===== src/rtl/axi_pkg.sv =====
// --------------------------------------------------
// AXI4 write-side widths, encodings and channel payloads
// The ID width also fixes how many slots the master owns
// Size codes above 4 bytes are never produced here
// --------------------------------------------------
`default_nettype none

package axi_pkg;

    // --------------------------------------------------
    // Protocol widths
    // --------------------------------------------------
    localparam int ADDR_W  = 16;
    localparam int DATA_W  = 32;
    localparam int STRB_W  = DATA_W / 8;
    // One ID per outstanding slot
    localparam int ID_W    = 2;
    localparam int LEN_W   = 8;
    localparam int SIZE_W  = 3;
    localparam int BURST_W = 2;
    localparam int RESP_W  = 2;

    typedef logic [ADDR_W-1:0] addr_t;

    typedef enum logic [BURST_W-1:0] {
        BURST_FIXED = 2'b00,
        BURST_INCR  = 2'b01,
        BURST_WRAP  = 2'b10
    } burst_e;

    typedef enum logic [RESP_W-1:0] {
        RESP_OKAY   = 2'b00,
        RESP_EXOKAY = 2'b01,
        RESP_SLVERR = 2'b10,
        RESP_DECERR = 2'b11
    } resp_e;

    // --------------------------------------------------
    // Channel payloads
    // --------------------------------------------------
    typedef struct packed {
        logic [ID_W-1:0]   id;
        addr_t             addr;
        logic [LEN_W-1:0]  len;
        logic [SIZE_W-1:0] size;
        burst_e            burst;
    } aw_t;

    typedef struct packed {
        logic [DATA_W-1:0] data;
        logic [STRB_W-1:0] strb;
        logic              last;
    } w_t;

    typedef struct packed {
        logic [ID_W-1:0] id;
        resp_e           resp;
    } b_t;

endpackage

`default_nettype wire

===== src/rtl/wr_ctrl_pkg.sv =====
// --------------------------------------------------
// Write controller sizing and internal slot/beat types
// Commands must keep len within 0..7 and size within 0..2
// --------------------------------------------------
`default_nettype none

package wr_ctrl_pkg;

    // Slot count follows the AXI ID width, so slot == AWID
    localparam int OST_DEPTH     = 2 ** axi_pkg::ID_W;
    localparam int MAX_BURST_LEN = 8;
    localparam int BEAT_CNT_W    = $clog2(MAX_BURST_LEN);
    // Size code 2, four bytes per beat
    localparam int MAX_SIZE      = 2;

    typedef logic [axi_pkg::ID_W-1:0] slot_t;

    typedef struct packed {
        axi_pkg::addr_t            addr;
        logic [axi_pkg::LEN_W-1:0] len;
        logic [axi_pkg::SIZE_W-1:0] size;
        axi_pkg::burst_e           burst;
    } wr_cmd_t;

    typedef struct packed {
        axi_pkg::addr_t addr;
        slot_t          slot;
        logic           last;
    } beat_t;

endpackage

`default_nettype wire


===== src/rtl/axi_wr_master.sv =====
// --------------------------------------------------
// AXI write master, up to four writes in flight
// bready is tied high, B may return in any order
// --------------------------------------------------
`default_nettype none

module axi_wr_master (
    input  logic                 clk,
    input  logic                 rst_n,
    input  logic                 wr_en,
    input  wr_ctrl_pkg::wr_cmd_t wr_cmd,
    output logic                 wr_full,
    output logic                 awvalid,
    input  logic                 awready,
    output axi_pkg::aw_t         aw,
    output logic                 wvalid,
    input  logic                 wready,
    output axi_pkg::w_t          w,
    input  logic                 bvalid,
    output logic                 bready,
    input  axi_pkg::b_t          b,
    output logic                 wr_resp_err
);

    wr_ctrl_pkg::slot_t   issue_slot;
    logic                 issue_fire;
    wr_ctrl_pkg::slot_t   rd_slot;
    wr_ctrl_pkg::wr_cmd_t rd_cmd;
    wr_ctrl_pkg::slot_t   order_slot;
    logic                 order_valid;
    logic                 order_pop;
    logic                 beat_valid;
    wr_ctrl_pkg::beat_t   beat;
    logic                 beat_ready;

    wr_slot_table i_slot_table (
        .clk         (clk),
        .rst_n       (rst_n),
        .wr_en       (wr_en),
        .wr_cmd      (wr_cmd),
        .wr_full     (wr_full),
        .awvalid     (awvalid),
        .awready     (awready),
        .aw          (aw),
        .issue_slot  (issue_slot),
        .issue_fire  (issue_fire),
        .rd_slot     (rd_slot),
        .rd_cmd      (rd_cmd),
        .bvalid      (bvalid),
        .b           (b),
        .bready      (bready),
        .wr_resp_err (wr_resp_err)
    );

    // W bursts follow AW order
    wr_order_fifo i_data_order_fifo (
        .clk       (clk),
        .rst_n     (rst_n),
        .push      (issue_fire),
        .push_slot (issue_slot),
        .pop       (order_pop),
        .head_slot (order_slot),
        .not_empty (order_valid)
    );

    wr_burst_addr_gen i_burst_addr_gen (
        .clk         (clk),
        .rst_n       (rst_n),
        .order_slot  (order_slot),
        .order_valid (order_valid),
        .order_pop   (order_pop),
        .rd_slot     (rd_slot),
        .rd_cmd      (rd_cmd),
        .beat_valid  (beat_valid),
        .beat        (beat),
        .beat_ready  (beat_ready)
    );

    wr_data_channel i_data_channel (
        .clk        (clk),
        .rst_n      (rst_n),
        .beat_valid (beat_valid),
        .beat       (beat),
        .beat_ready (beat_ready),
        .wvalid     (wvalid),
        .wready     (wready),
        .w          (w)
    );

endmodule

`default_nettype wire


===== src/rtl/wr_data_channel.sv =====
// --------------------------------------------------
// W channel output register
// Data is zero pad, slot ID and beat address with all strobes set
// --------------------------------------------------
`default_nettype none

module wr_data_channel (
    input  logic               clk,
    input  logic               rst_n,
    input  logic               beat_valid,
    input  wr_ctrl_pkg::beat_t beat,
    output logic               beat_ready,
    output logic               wvalid,
    input  logic               wready,
    output axi_pkg::w_t        w
);

    logic        load;
    axi_pkg::w_t w_next;

    // Free when empty or the held beat leaves this cycle
    assign beat_ready = !wvalid || wready;
    assign load       = beat_valid && beat_ready;

    always_comb begin
        w_next.data = {{(axi_pkg::DATA_W - axi_pkg::ID_W - axi_pkg::ADDR_W){1'b0}},
                       beat.slot, beat.addr};
        w_next.strb = '1;
        w_next.last = beat.last;
    end

    // --------------------------------------------------
    // Hold until handshake
    // --------------------------------------------------
    always_ff @(posedge clk or negedge rst_n) begin
        if (!rst_n) begin
            wvalid <= 1'b0;
            w      <= '0;
        end else if (load) begin
            wvalid <= 1'b1;
            w      <= w_next;
        end else if (wready) begin
            // wlast drops together with wvalid
            wvalid <= 1'b0;
            w.last <= 1'b0;
        end
    end

endmodule

`default_nettype wire


===== src/rtl/wr_burst_addr_gen.sv =====
// --------------------------------------------------
// Walks one burst at a time in AW order
// WRAP assumes len+1 of 2, 4 or 8 as AXI requires
// --------------------------------------------------
`default_nettype none

module wr_burst_addr_gen (
    input  logic                 clk,
    input  logic                 rst_n,
    input  wr_ctrl_pkg::slot_t   order_slot,
    input  logic                 order_valid,
    output logic                 order_pop,
    output wr_ctrl_pkg::slot_t   rd_slot,
    input  wr_ctrl_pkg::wr_cmd_t rd_cmd,
    output logic                 beat_valid,
    output wr_ctrl_pkg::beat_t   beat,
    input  logic                 beat_ready
);

    logic                                busy_r;
    wr_ctrl_pkg::slot_t                  slot_r;
    logic [wr_ctrl_pkg::BEAT_CNT_W-1:0]  beat_idx;
    logic [wr_ctrl_pkg::BEAT_CNT_W-1:0]  next_idx;
    axi_pkg::addr_t                      cur_addr;
    logic [wr_ctrl_pkg::MAX_SIZE:0]      num_bytes;
    axi_pkg::addr_t                      bytes_a;
    axi_pkg::addr_t                      aligned;
    axi_pkg::addr_t                      incr_addr;
    axi_pkg::addr_t                      wrap_mask;
    axi_pkg::addr_t                      wrap_addr;
    axi_pkg::addr_t                      next_addr;
    logic                                is_last;

    // New burst only when idle, one idle cycle between bursts
    assign order_pop  = !busy_r && order_valid;
    assign rd_slot    = busy_r ? slot_r : order_slot;
    assign beat_valid = busy_r;
    assign is_last    = (beat_idx == rd_cmd.len[wr_ctrl_pkg::BEAT_CNT_W-1:0]);
    assign next_idx   = beat_idx + 1'b1;

    always_comb begin
        beat.addr = cur_addr;
        beat.slot = slot_r;
        beat.last = is_last;
    end

    // --------------------------------------------------
    // Next beat address
    // --------------------------------------------------
    always_comb begin
        num_bytes = {{wr_ctrl_pkg::MAX_SIZE{1'b0}}, 1'b1} << rd_cmd.size;
        bytes_a   = axi_pkg::addr_t'(num_bytes);
        aligned   = rd_cmd.addr & ~(bytes_a - 1'b1);
        incr_addr = aligned + axi_pkg::addr_t'(next_idx) * bytes_a;
        // Window is (len+1) beats wide and aligned to itself
        wrap_mask = (axi_pkg::addr_t'(rd_cmd.len) + 1'b1) * bytes_a - 1'b1;
        wrap_addr = (rd_cmd.addr & ~wrap_mask) | (incr_addr & wrap_mask);
        case (rd_cmd.burst)
            axi_pkg::BURST_FIXED: next_addr = rd_cmd.addr;
            axi_pkg::BURST_WRAP:  next_addr = wrap_addr;
            default:              next_addr = incr_addr;
        endcase
    end

    always_ff @(posedge clk or negedge rst_n) begin
        if (!rst_n) begin
            busy_r   <= 1'b0;
            slot_r   <= '0;
            beat_idx <= '0;
            cur_addr <= '0;
        end else if (order_pop) begin
            busy_r   <= 1'b1;
            slot_r   <= order_slot;
            beat_idx <= '0;
            cur_addr <= rd_cmd.addr;
        end else if (beat_valid && beat_ready) begin
            if (is_last) begin
                busy_r <= 1'b0;
            end else begin
                beat_idx <= next_idx;
                cur_addr <= next_addr;
            end
        end
    end

endmodule

`default_nettype wire


===== src/rtl/wr_slot_table.sv =====
// --------------------------------------------------
// Outstanding slot table and AW channel
// Lowest free slot wins, AW goes out in acceptance order
// A slot stays busy until the B with its ID returns
// --------------------------------------------------
`default_nettype none

module wr_slot_table (
    input  logic                 clk,
    input  logic                 rst_n,
    input  logic                 wr_en,
    input  wr_ctrl_pkg::wr_cmd_t wr_cmd,
    output logic                 wr_full,
    output logic                 awvalid,
    input  logic                 awready,
    output axi_pkg::aw_t         aw,
    output wr_ctrl_pkg::slot_t   issue_slot,
    output logic                 issue_fire,
    input  wr_ctrl_pkg::slot_t   rd_slot,
    output wr_ctrl_pkg::wr_cmd_t rd_cmd,
    input  logic                 bvalid,
    input  axi_pkg::b_t          b,
    output logic                 bready,
    output logic                 wr_resp_err
);

    logic [wr_ctrl_pkg::OST_DEPTH-1:0] busy;
    wr_ctrl_pkg::wr_cmd_t              cmd_mem [wr_ctrl_pkg::OST_DEPTH];
    wr_ctrl_pkg::slot_t                free_slot;
    wr_ctrl_pkg::wr_cmd_t              head_cmd;
    logic                              accept;
    logic                              b_fire;

    // --------------------------------------------------
    // Allocation
    // --------------------------------------------------
    assign wr_full = &busy;
    assign accept  = wr_en && !wr_full;

    // Scan downwards so the lowest free index is kept
    always_comb begin
        free_slot = '0;
        for (int i = wr_ctrl_pkg::OST_DEPTH - 1; i >= 0; i--) begin
            if (!busy[i]) begin
                free_slot = wr_ctrl_pkg::slot_t'(i);
            end
        end
    end

    always_ff @(posedge clk) begin
        if (accept) begin
            cmd_mem[free_slot] <= wr_cmd;
        end
    end

    // Accept and release never hit the same slot in one cycle
    always_ff @(posedge clk or negedge rst_n) begin
        if (!rst_n) begin
            busy <= '0;
        end else begin
            if (accept) begin
                busy[free_slot] <= 1'b1;
            end
            if (b_fire) begin
                busy[b.id] <= 1'b0;
            end
        end
    end

    // --------------------------------------------------
    // AW issue queue
    // --------------------------------------------------
    wr_order_fifo i_issue_fifo (
        .clk       (clk),
        .rst_n     (rst_n),
        .push      (accept),
        .push_slot (free_slot),
        .pop       (issue_fire),
        .head_slot (issue_slot),
        .not_empty (awvalid)
    );

    assign issue_fire = awvalid && awready;
    assign head_cmd   = cmd_mem[issue_slot];

    always_comb begin
        aw.id    = issue_slot;
        aw.addr  = head_cmd.addr;
        aw.len   = head_cmd.len;
        aw.size  = head_cmd.size;
        aw.burst = head_cmd.burst;
    end

    // Command lookup for the address generator
    assign rd_cmd = cmd_mem[rd_slot];

    // --------------------------------------------------
    // B response
    // --------------------------------------------------
    assign bready = 1'b1;
    assign b_fire = bvalid && bready;

    always_ff @(posedge clk or negedge rst_n) begin
        if (!rst_n) begin
            wr_resp_err <= 1'b0;
        end else begin
            wr_resp_err <= b_fire && (b.resp != axi_pkg::RESP_OKAY);
        end
    end

endmodule

`default_nettype wire


===== src/rtl/wr_order_fifo.sv =====
// --------------------------------------------------
// Slot index FIFO, one entry per possible slot
// Never overflows since only allocated slots are pushed
// --------------------------------------------------
`default_nettype none

module wr_order_fifo (
    input  logic               clk,
    input  logic               rst_n,
    input  logic               push,
    input  wr_ctrl_pkg::slot_t push_slot,
    input  logic               pop,
    output wr_ctrl_pkg::slot_t head_slot,
    output logic               not_empty
);

    wr_ctrl_pkg::slot_t          mem [wr_ctrl_pkg::OST_DEPTH];
    // Pointers wrap on their own, depth is a power of two
    logic [axi_pkg::ID_W-1:0]    wr_ptr;
    logic [axi_pkg::ID_W-1:0]    rd_ptr;
    logic [axi_pkg::ID_W:0]      count;
    logic                        do_pop;

    assign not_empty = (count != '0);
    assign head_slot = mem[rd_ptr];
    assign do_pop    = pop && not_empty;

    always_ff @(posedge clk) begin
        if (push) begin
            mem[wr_ptr] <= push_slot;
        end
    end

    always_ff @(posedge clk or negedge rst_n) begin
        if (!rst_n) begin
            wr_ptr <= '0;
            rd_ptr <= '0;
            count  <= '0;
        end else begin
            if (push) begin
                wr_ptr <= wr_ptr + 1'b1;
            end
            if (do_pop) begin
                rd_ptr <= rd_ptr + 1'b1;
            end
            case ({push, do_pop})
                2'b10:   count <= count + 1'b1;
                2'b01:   count <= count - 1'b1;
                default: count <= count;
            endcase
        end
    end

endmodule

`default_nettype wire


===== config.mk =====
export PLATFORM = sky130hd
export DESIGN_NAME = axi_wr_master
export DESIGN_NICKNAME = d
export VERILOG_FILES = /design/src/rtl/axi_pkg.sv /design/src/rtl/wr_ctrl_pkg.sv /design/src/rtl/axi_wr_master.sv /design/src/rtl/wr_data_channel.sv /design/src/rtl/wr_burst_addr_gen.sv /design/src/rtl/wr_slot_table.sv /design/src/rtl/wr_order_fifo.sv
export SDC_FILE = /design/constraint.sdc
export NUM_CORES = 1
export LEC_CHECK = 0
export BUFFER_PORTS_ARGS = -buffer_cell sky130_fd_sc_hd__buf_2
export CORE_MARGIN = 1.5
export CORE_UTILIZATION = 54
export DETAILED_ROUTE_END_ITERATION = 10
export GPL_TIMING_DRIVEN = 1
export PLACE_DENSITY = 0.88
export SETUP_SLACK_MARGIN = 0.15
export SLEW_MARGIN = 10
export SYNTH_ARGS = -nofsm -noshare
export SYNTH_HDL_FRONTEND = slang
export SYNTH_SLANG_ARGS = --single-unit
export TNS_END_PERCENT = 100

===== constraint.sdc =====
create_clock -name clk -period 5.7 [get_ports clk]
set_input_delay 1.71 -clock clk [delete_from_list [all_inputs] [get_ports clk]]
set_output_delay 1.71 -clock clk [all_outputs]
set_load 0.02 [all_outputs]

==> results of run 1 <==
## worst max-delay path: stages, from the launching register on
cell and delay (ns):
sky130_fd_sc_hd__dfrtp_1 0.42, sky130_fd_sc_hd__mux4_2 0.56, sky130_fd_sc_hd__mux2i_4 0.21, sky130_fd_sc_hd__buf_6 0.17
sky130_fd_sc_hd__mux2i_2 0.32, sky130_fd_sc_hd__nand2_1 0.13, sky130_fd_sc_hd__nand2_2 0.11, sky130_fd_sc_hd__inv_2 0.06
sky130_fd_sc_hd__ha_4 0.20, sky130_fd_sc_hd__xor2_2 0.16, sky130_fd_sc_hd__buf_4 0.15, sky130_fd_sc_hd__nand2_4 0.07
sky130_fd_sc_hd__ha_4 0.20, sky130_fd_sc_hd__fa_1 0.52, sky130_fd_sc_hd__inv_2 0.05, sky130_fd_sc_hd__ha_4 0.22
sky130_fd_sc_hd__nor2b_4 0.13, sky130_fd_sc_hd__or4_4 0.49, sky130_fd_sc_hd__a2111o_1 0.47, sky130_fd_sc_hd__a21o_1 0.22
sky130_fd_sc_hd__a31oi_4 0.22, sky130_fd_sc_hd__nor4_4 0.07, sky130_fd_sc_hd__a211oi_2 0.22, sky130_fd_sc_hd__o21ai_1 0.10
sky130_fd_sc_hd__mux2_4 0.28
## worst paths after layout
path,to,start,cells after the start,slack [ns]
setup / recovery,i_burst_addr_gen.cur_addr[9],i_data_order_fifo.rd_ptr[0],24,-0.17
hold / removal,i_burst_addr_gen.cur_addr[6],i_burst_addr_gen.cur_addr[6],1,0.49
setup reg to reg,i_burst_addr_gen.cur_addr[9],i_data_order_fifo.rd_ptr[0],24,-0.17
hold reg to reg,i_burst_addr_gen.cur_addr[6],i_burst_addr_gen.cur_addr[6],1,0.49
max in group asynchronous,i_burst_addr_gen.beat_idx[1],rst_n,2,3.69
min in group asynchronous,i_slot_table.i_issue_fifo.count[0],rst_n,2,1.43
## kinds of logic (layout without fill, tap and decap cells)
logic type               Yosys count  count (layout)  synth area share (%)
buffers and inverters            111             265                  5.43
XOR/XNOR                          34              34                  2.73
flip-flops                       194             194                  50.6
AND/OR/NAND/NOR                  215             215                  9.72
adder cells (fa/ha/maj)           60              60                  7.92
other                              2              16                0.0689
AO/OA/AOI/OAI                    137             137                  8.35
multiplexers                     114             114                  15.2
## per-stage QoR
step / utilization, % / hold WS (ns) / TNS [ns]
6_report: 67.8 / 0.488 / -0.575
5_1_grt: 67.8 / 0.503 / -1.52
4_1_cts: 65.6 / 0.489 / 0
3_5_place_dp: 59.7 / 0.473 / -0.167
3_3_place_gp: 59.7 / 0.455 / 0
2_1_floorplan: - / 0.434 / 0
## synthesized netlist by cell type, types with 5 or more instances
master	number
sky130_fd_sc_hd__inv_1	59
sky130_fd_sc_hd__nand2_1	95
sky130_fd_sc_hd__nor3_1	8
sky130_fd_sc_hd__nor2_1	25
sky130_fd_sc_hd__buf_4	20
sky130_fd_sc_hd__mux2i_1	46
sky130_fd_sc_hd__o21ai_0	27
sky130_fd_sc_hd__and3_1	9
sky130_fd_sc_hd__and2_1	20
sky130_fd_sc_hd__fa_1	15
sky130_fd_sc_hd__a21oi_1	34
sky130_fd_sc_hd__ha_1	45
sky130_fd_sc_hd__o21ai_1	5
sky130_fd_sc_hd__mux4_2	35
sky130_fd_sc_hd__dfrtp_1	62
sky130_fd_sc_hd__xor2_1	14
sky130_fd_sc_hd__nand2b_1	9
sky130_fd_sc_hd__buf_2	5
sky130_fd_sc_hd__xnor2_1	20
sky130_fd_sc_hd__edfxtp_1	132
sky130_fd_sc_hd__nor2b_1	6
sky130_fd_sc_hd__o21a_1	5
sky130_fd_sc_hd__clkbuf_1	17
sky130_fd_sc_hd__mux2_2	24
sky130_fd_sc_hd__mux2i_2	5
sky130_fd_sc_hd__a31oi_1	12
sky130_fd_sc_hd__nand3_1	16
sky130_fd_sc_hd__a211oi_1	13
sky130_fd_sc_hd__buf_6	6
## state kept, by name, indices dropped and copies added, names as in the netlist, 3 cells and up
name and cells:
i_burst_addr_gen.beat_idx 3, i_burst_addr_gen.cur_addr 16, i_data_channel.w 20, i_data_order_fifo.count 3
i_data_order_fifo.mem 8, i_slot_table.busy 4, i_slot_table.cmd_mem 116, i_slot_table.i_issue_fifo.count 3
i_slot_table.i_issue_fifo.mem 8
## routing by layer
layer  up-vias  routed length (um)  GRT usage, %
met3       172                3240          5.75
met5         -                   0             0
met1      4083               11200          33.8
met2       699               14700          42.9
li1       3457                   -             -
met4         0                1690          13.7
## cell type report
type	instances	area, um2	area share (%)
timing repair buffer	174	1230	9.26
clock buffer	17	425	3.19
sequential	194	5520	41.4
clock inverter	15	168	1.26
multi-input combinational	575	5430	40.7
inverter	59	221	1.66
antenna	1	2.50	0.0188
tap	265	332	2.49
## what timing repair did
item,CTS,global route
cloned,2,0
pin swaps,24,39
hold buffers,0,0
buffers inserted,24,18
gates resized for setup,56,60
endpoints found under the setup margin,8,10
==> impl_metrics.py, run 1 <==
metrics = {
    "sta": {
        "fmax_ghz": 0.170,
        "finalWorstSetupSlack_ns": -0.174,
        "hold_viol": 0,
        "final_min_period_over_clock_period_pct": 103,
        "slew_headroom_pct": 37.7,
        "layout_min_cycle_time_ns": 5.87,
        "rsz_0062_raised_after_global_routing": "yes",
        "slew_viol_final": 0,
        "skew_ns": 0.0132,
        "setup_viol": 5,
        "timing_worst_slew_pin_value_ns": 0.930,
    },
    "clocking": {
        "ctsRootBufferMaster": "sky130_fd_sc_hd__clkbuf_16",
        "clk_transition_reported_paths_ns": 0.08,
        "clock_path_buffers": 2,
        "clock-sinks": 194,
        "clk-insertion-delay-late_ns": 0.45,
        "tritoncts": "built",
        "cts_max_level": 4,
        "cts_buffers": 17,
    },
    "place": {
        "place.detailed.hpwl_mm": 17.6,
        "dp_worst_setup_slack_ns": -0.0904,
        "postPlaceCellArea_um2": 11700,
        "place.gp.congestion": 0.913,
        "dp_cells": 1223,
        "placement.io_buffers": 96,
    },
    "layout": {
        "area_growth_pct": 22.3,
        "number_of_standard_cells_in_the_final_layout_excluding_fillers": 1300,
        "mostFrequentLayoutCells": "sky130_fd_sc_hd__edfxtp_1, sky130_fd_sc_hd__buf_2, sky130_fd_sc_hd__nand2_1, sky130_fd_sc_hd__dfrtp_1, sky130_fd_sc_hd__buf_4",
        "n_fill_cell": 1278,
        "layout_commonest_cell": "sky130_fd_sc_hd__edfxtp_1",
        "final_cell_area_um2": 13300,
        "nets": 1120,
        "drive_gt1_share_pct": 35.3,
    },
    "floorplan": {
        "dieArea_um2": 21000,
        "design.core.area_um2": 19700,
        "placementRows": 51,
        "die_x_um": 145,
        "starting_density_pct": 55.4,
        "dieHeight_um": 145,
        "ios": 112,
    },
    "worst_setup_path": {
        "cp-end-kind": "flip-flop",
        "critPathMaxFanout": 6,
        "worstSetupPathType": "flip-flop to flip-flop",
        "worstSetupStartpointType": "flip-flop",
        "arrival_ns": 6.21,
        "critical_path_required_ns": 6.04,
    },
    "global_routing": {
        "grt_use_total_pct": 26.5,
        "antenna_found_initial": 0,
        "vias_in_the_first_global_route": 8055,
        "pin_count_of_the_biggest_net_entering_global_routing": 63,
        "first_pass_grt_wire_length_mm": 43.2,
        "global_route.overflow_total": 0,
    },
    "synth": {
        "synth.lib_cells_used.distinct": 73,
        "synth_largest_area_cell": "sky130_fd_sc_hd__edfxtp_1",
        "ys_ff_latch": 194,
        "synth-edff-count": 132,
        "synth_top_area_share_pct": 36.4,
        "ys_seq_area_share_pct": 50.6,
        "async_reset_ff_share_pct": 32.0,
        "post_synth_instance_area_um2": 10900,
        "synth.top_cells.by_area": "sky130_fd_sc_hd__edfxtp_1, sky130_fd_sc_hd__dfrtp_1, sky130_fd_sc_hd__mux4_2",
        "synth.avg_cell_area_um2": 12.6,
        "ys_dominant_reg_cell": "sky130_fd_sc_hd__edfxtp_1",
        "ys.warnings.count": 0,
        "syn_inst": 867,
    },
    "drt": {
        "drt-vias-per-instance": 6.47,
        "drt_wl_total_mm": 30.9,
        "vias": 8411,
        "drt_pass1_iterations": 6,
        "final_antenna_net_count": 0,
        "route.detailed.wl_per_inst_um": 23.8,
        "detail_route.drc_violations": 0,
        "first_iter_violations": 1072,
    },
    "outcome": {
        "outcome": "complete, but fails checks",
        "violated_checks": "setup timing",
    },
    "job": {
        "drv.max_cap_violation_count": 0,
    },
    "worst_hold_path": {
        "worst_hold_path_type": "flip-flop to flip-flop",
    },
}
Power of run 1 is not shown: default switching activity piles up to over one toggle a cycle in this logic, so the estimate is an artifact.
==> run 2: changes to the inputs <==
==> constraint.sdc (replaced) <==
create_clock -name clk -period 5.1 [get_ports clk]
set_input_delay 1.53 -clock clk [delete_from_list [all_inputs] [get_ports clk]]
set_output_delay 1.53 -clock clk [all_outputs]
set_load 0.02 [all_outputs]
==> impl_metrics.py, run 2 (same netlist as run 1, synthesis figures left out) <==
metrics = {
    "sta": {
        "final_min_period_over_clock_period_pct": 112,
        "timing_worst_slew_pin_value_ns": 0.995,
        "hold_viol": 0,
        "finalWorstSetupSlack_ns": -0.618,
        "slew_headroom_pct": 33.3,
        "slew_viol_final": 0,
        "fmax_ghz": 0.175,
        "skew_ns": 0.0114,
        "setup_viol": 10,
        "finalSetupTns_ns": -4.43,
        "rsz_0062_raised_after_global_routing": "yes",
        "layout_min_cycle_time_ns": 5.72,
    },
    "floorplan": {
        "dieArea_um2": 21000,
        "starting_density_pct": 55.4,
        "die_x_um": 145,
        "dieHeight_um": 145,
        "ios": 112,
        "placementRows": 51,
        "design.core.area_um2": 19700,
    },
    "place": {
        "placement.io_buffers": 96,
        "place.gp.congestion": 0.896,
        "dp_worst_setup_slack_ns": -0.502,
        "dp_cells": 1267,
        "place.detailed.hpwl_mm": 17.7,
        "postPlaceCellArea_um2": 12200,
    },
    "clocking": {
        "clock-sinks": 194,
        "clk-insertion-delay-late_ns": 0.45,
        "cts_buffers": 17,
        "tritoncts": "built",
        "clock_path_buffers": 2,
        "clk_transition_reported_paths_ns": 0.08,
        "cts_max_level": 4,
        "number_of_hold_buffers_added_after_cts": 0,
        "ctsRootBufferMaster": "sky130_fd_sc_hd__clkbuf_16",
    },
    "global_routing": {
        "vias_in_the_first_global_route": 8144,
        "global_route.overflow_total": 0,
        "grt_use_total_pct": 26.8,
        "first_pass_grt_wire_length_mm": 43.3,
        "antenna_found_initial": 0,
        "pin_count_of_the_biggest_net_entering_global_routing": 38,
    },
    "drt": {
        "final_antenna_net_count": 0,
        "drt_wl_total_mm": 29.9,
        "route.detailed.wl_per_inst_um": 22.3,
        "vias": 8169,
        "routed-wl-met2_mm": 15.1,
        "first_iter_violations": 1006,
        "detail_route.drc_violations": 0,
        "top_signal_layer_used": "met4",
        "drt_pass1_iterations": 6,
        "wirelength_met1_mm": 10.9,
        "drt-vias-per-instance": 6.08,
        "wl_met3_mm": 2.49,
    },
    "worst_hold_path": {
        "worst_hold_path_type": "flip-flop to flip-flop",
    },
    "layout": {
        "largest_reg_flops": 116,
        "seqCellArea_um2": 5520,
        "mostFrequentLayoutCells": "sky130_fd_sc_hd__edfxtp_1, sky130_fd_sc_hd__buf_2, sky130_fd_sc_hd__buf_4, sky130_fd_sc_hd__nand2_1, sky130_fd_sc_hd__dfrtp_1",
        "drive_gt1_share_pct": 38.4,
        "number_of_standard_cells_in_the_final_layout_excluding_fillers": 1343,
        "nets": 1164,
        "n_antenna_cell": 0,
        "n_fill_cell": 1234,
        "area_growth_pct": 25.7,
        "layout_commonest_cell": "sky130_fd_sc_hd__edfxtp_1",
        "max_flop_register": "i_slot_table.cmd_mem",
        "largestRegisters": "i_slot_table.cmd_mem x116, i_data_channel.w x20, i_burst_addr_gen.cur_addr x16",
        "final_cell_area_um2": 13700,
        "multi_input_area_um2": 5490,
    },
    "job": {
        "drv.max_cap_violation_count": 0,
    },
    "outcome": {
        "violated_checks": "setup timing",
        "outcome": "complete, but fails checks",
    },
    "worst_setup_path": {
        "worstSetupStartpointType": "flip-flop",
        "critPathMaxFanout": 7,
        "worstSetupPathType": "flip-flop to flip-flop",
        "critical_path_required_ns": 5.44,
        "cp-end-kind": "flip-flop",
        "arrival_ns": 6.06,
    },
}
## run 2: area by class of cell
cell class | count | share of cell area (%)
clock buffer | 19 | 3.16
clock inverter | 13 | 1.21
inverter | 59 | 1.64
multi-input combinational | 575 | 40.1
sequential | 194 | 40.3
tap | 265 | 2.42
timing repair buffer | 218 | 11.2
## run 2: worst paths after layout
path                                               from  cells after the start                           end  slack (ns)
max                         i_data_order_fifo.rd_ptr[0]                     23  i_burst_addr_gen.cur_addr[9]       -0.62
min                        i_burst_addr_gen.cur_addr[6]                      1  i_burst_addr_gen.cur_addr[6]        0.48
max reg2reg                 i_data_order_fifo.rd_ptr[0]                     23  i_burst_addr_gen.cur_addr[9]       -0.62
min reg2reg                i_burst_addr_gen.cur_addr[6]                      1  i_burst_addr_gen.cur_addr[6]        0.48
max in group asynchronous                         rst_n                      2  i_burst_addr_gen.cur_addr[1]        3.08
min in group asynchronous                         rst_n                      1          i_slot_table.busy[2]        1.10
## run 2: what timing repair did
action	4_1_cts	5_1_grt
setup endpoints to repair	10	13
pin swaps	36	39
gates resized for setup	49	57
setup buffers	29	15
## run 2: critical path, cell delays in order, from the launching register on
cell	delay, ns
sky130_fd_sc_hd__dfrtp_1	0.42
sky130_fd_sc_hd__buf_6	0.12
sky130_fd_sc_hd__mux4_2	0.55
sky130_fd_sc_hd__mux2_4	0.34
sky130_fd_sc_hd__and2_4	0.18
sky130_fd_sc_hd__a211oi_4	0.24
sky130_fd_sc_hd__a31oi_4	0.08
sky130_fd_sc_hd__nor3b_2	0.23
sky130_fd_sc_hd__buf_4	0.16
sky130_fd_sc_hd__buf_12	0.11
sky130_fd_sc_hd__nand2_2	0.07
sky130_fd_sc_hd__ha_4	0.23
sky130_fd_sc_hd__fa_1	0.53
sky130_fd_sc_hd__inv_2	0.06
sky130_fd_sc_hd__ha_4	0.22
sky130_fd_sc_hd__nor2b_4	0.13
sky130_fd_sc_hd__or4_4	0.42
sky130_fd_sc_hd__a2111o_1	0.41
sky130_fd_sc_hd__a21o_1	0.26
sky130_fd_sc_hd__a31oi_4	0.23
sky130_fd_sc_hd__nor4_4	0.07
sky130_fd_sc_hd__a211oi_2	0.18
sky130_fd_sc_hd__o21ai_1	0.10
sky130_fd_sc_hd__mux2_4	0.26
## run 2: metrics by stage
step	util, %	hold slack (ns)
6_report	69.7	0.480
5_1_grt	69.7	0.506
4_1_cts	67.6	0.485
3_5_place_dp	62.1	0.467
3_3_place_gp	62.1	0.456
2_1_floorplan	-	0.434
## run 2: metal layers
| metal | global-route usage, % | up-vias |
|---|---|---|
| met4 | 13.7 | 0 |
| met3 | 4.97 | 129 |
| met1 | 33.0 | 3988 |
| li1 | - | 3539 |
| met5 | 0 | - |
| met2 | 45.3 | 513 |
Power of run 2 is left out for the same reason.
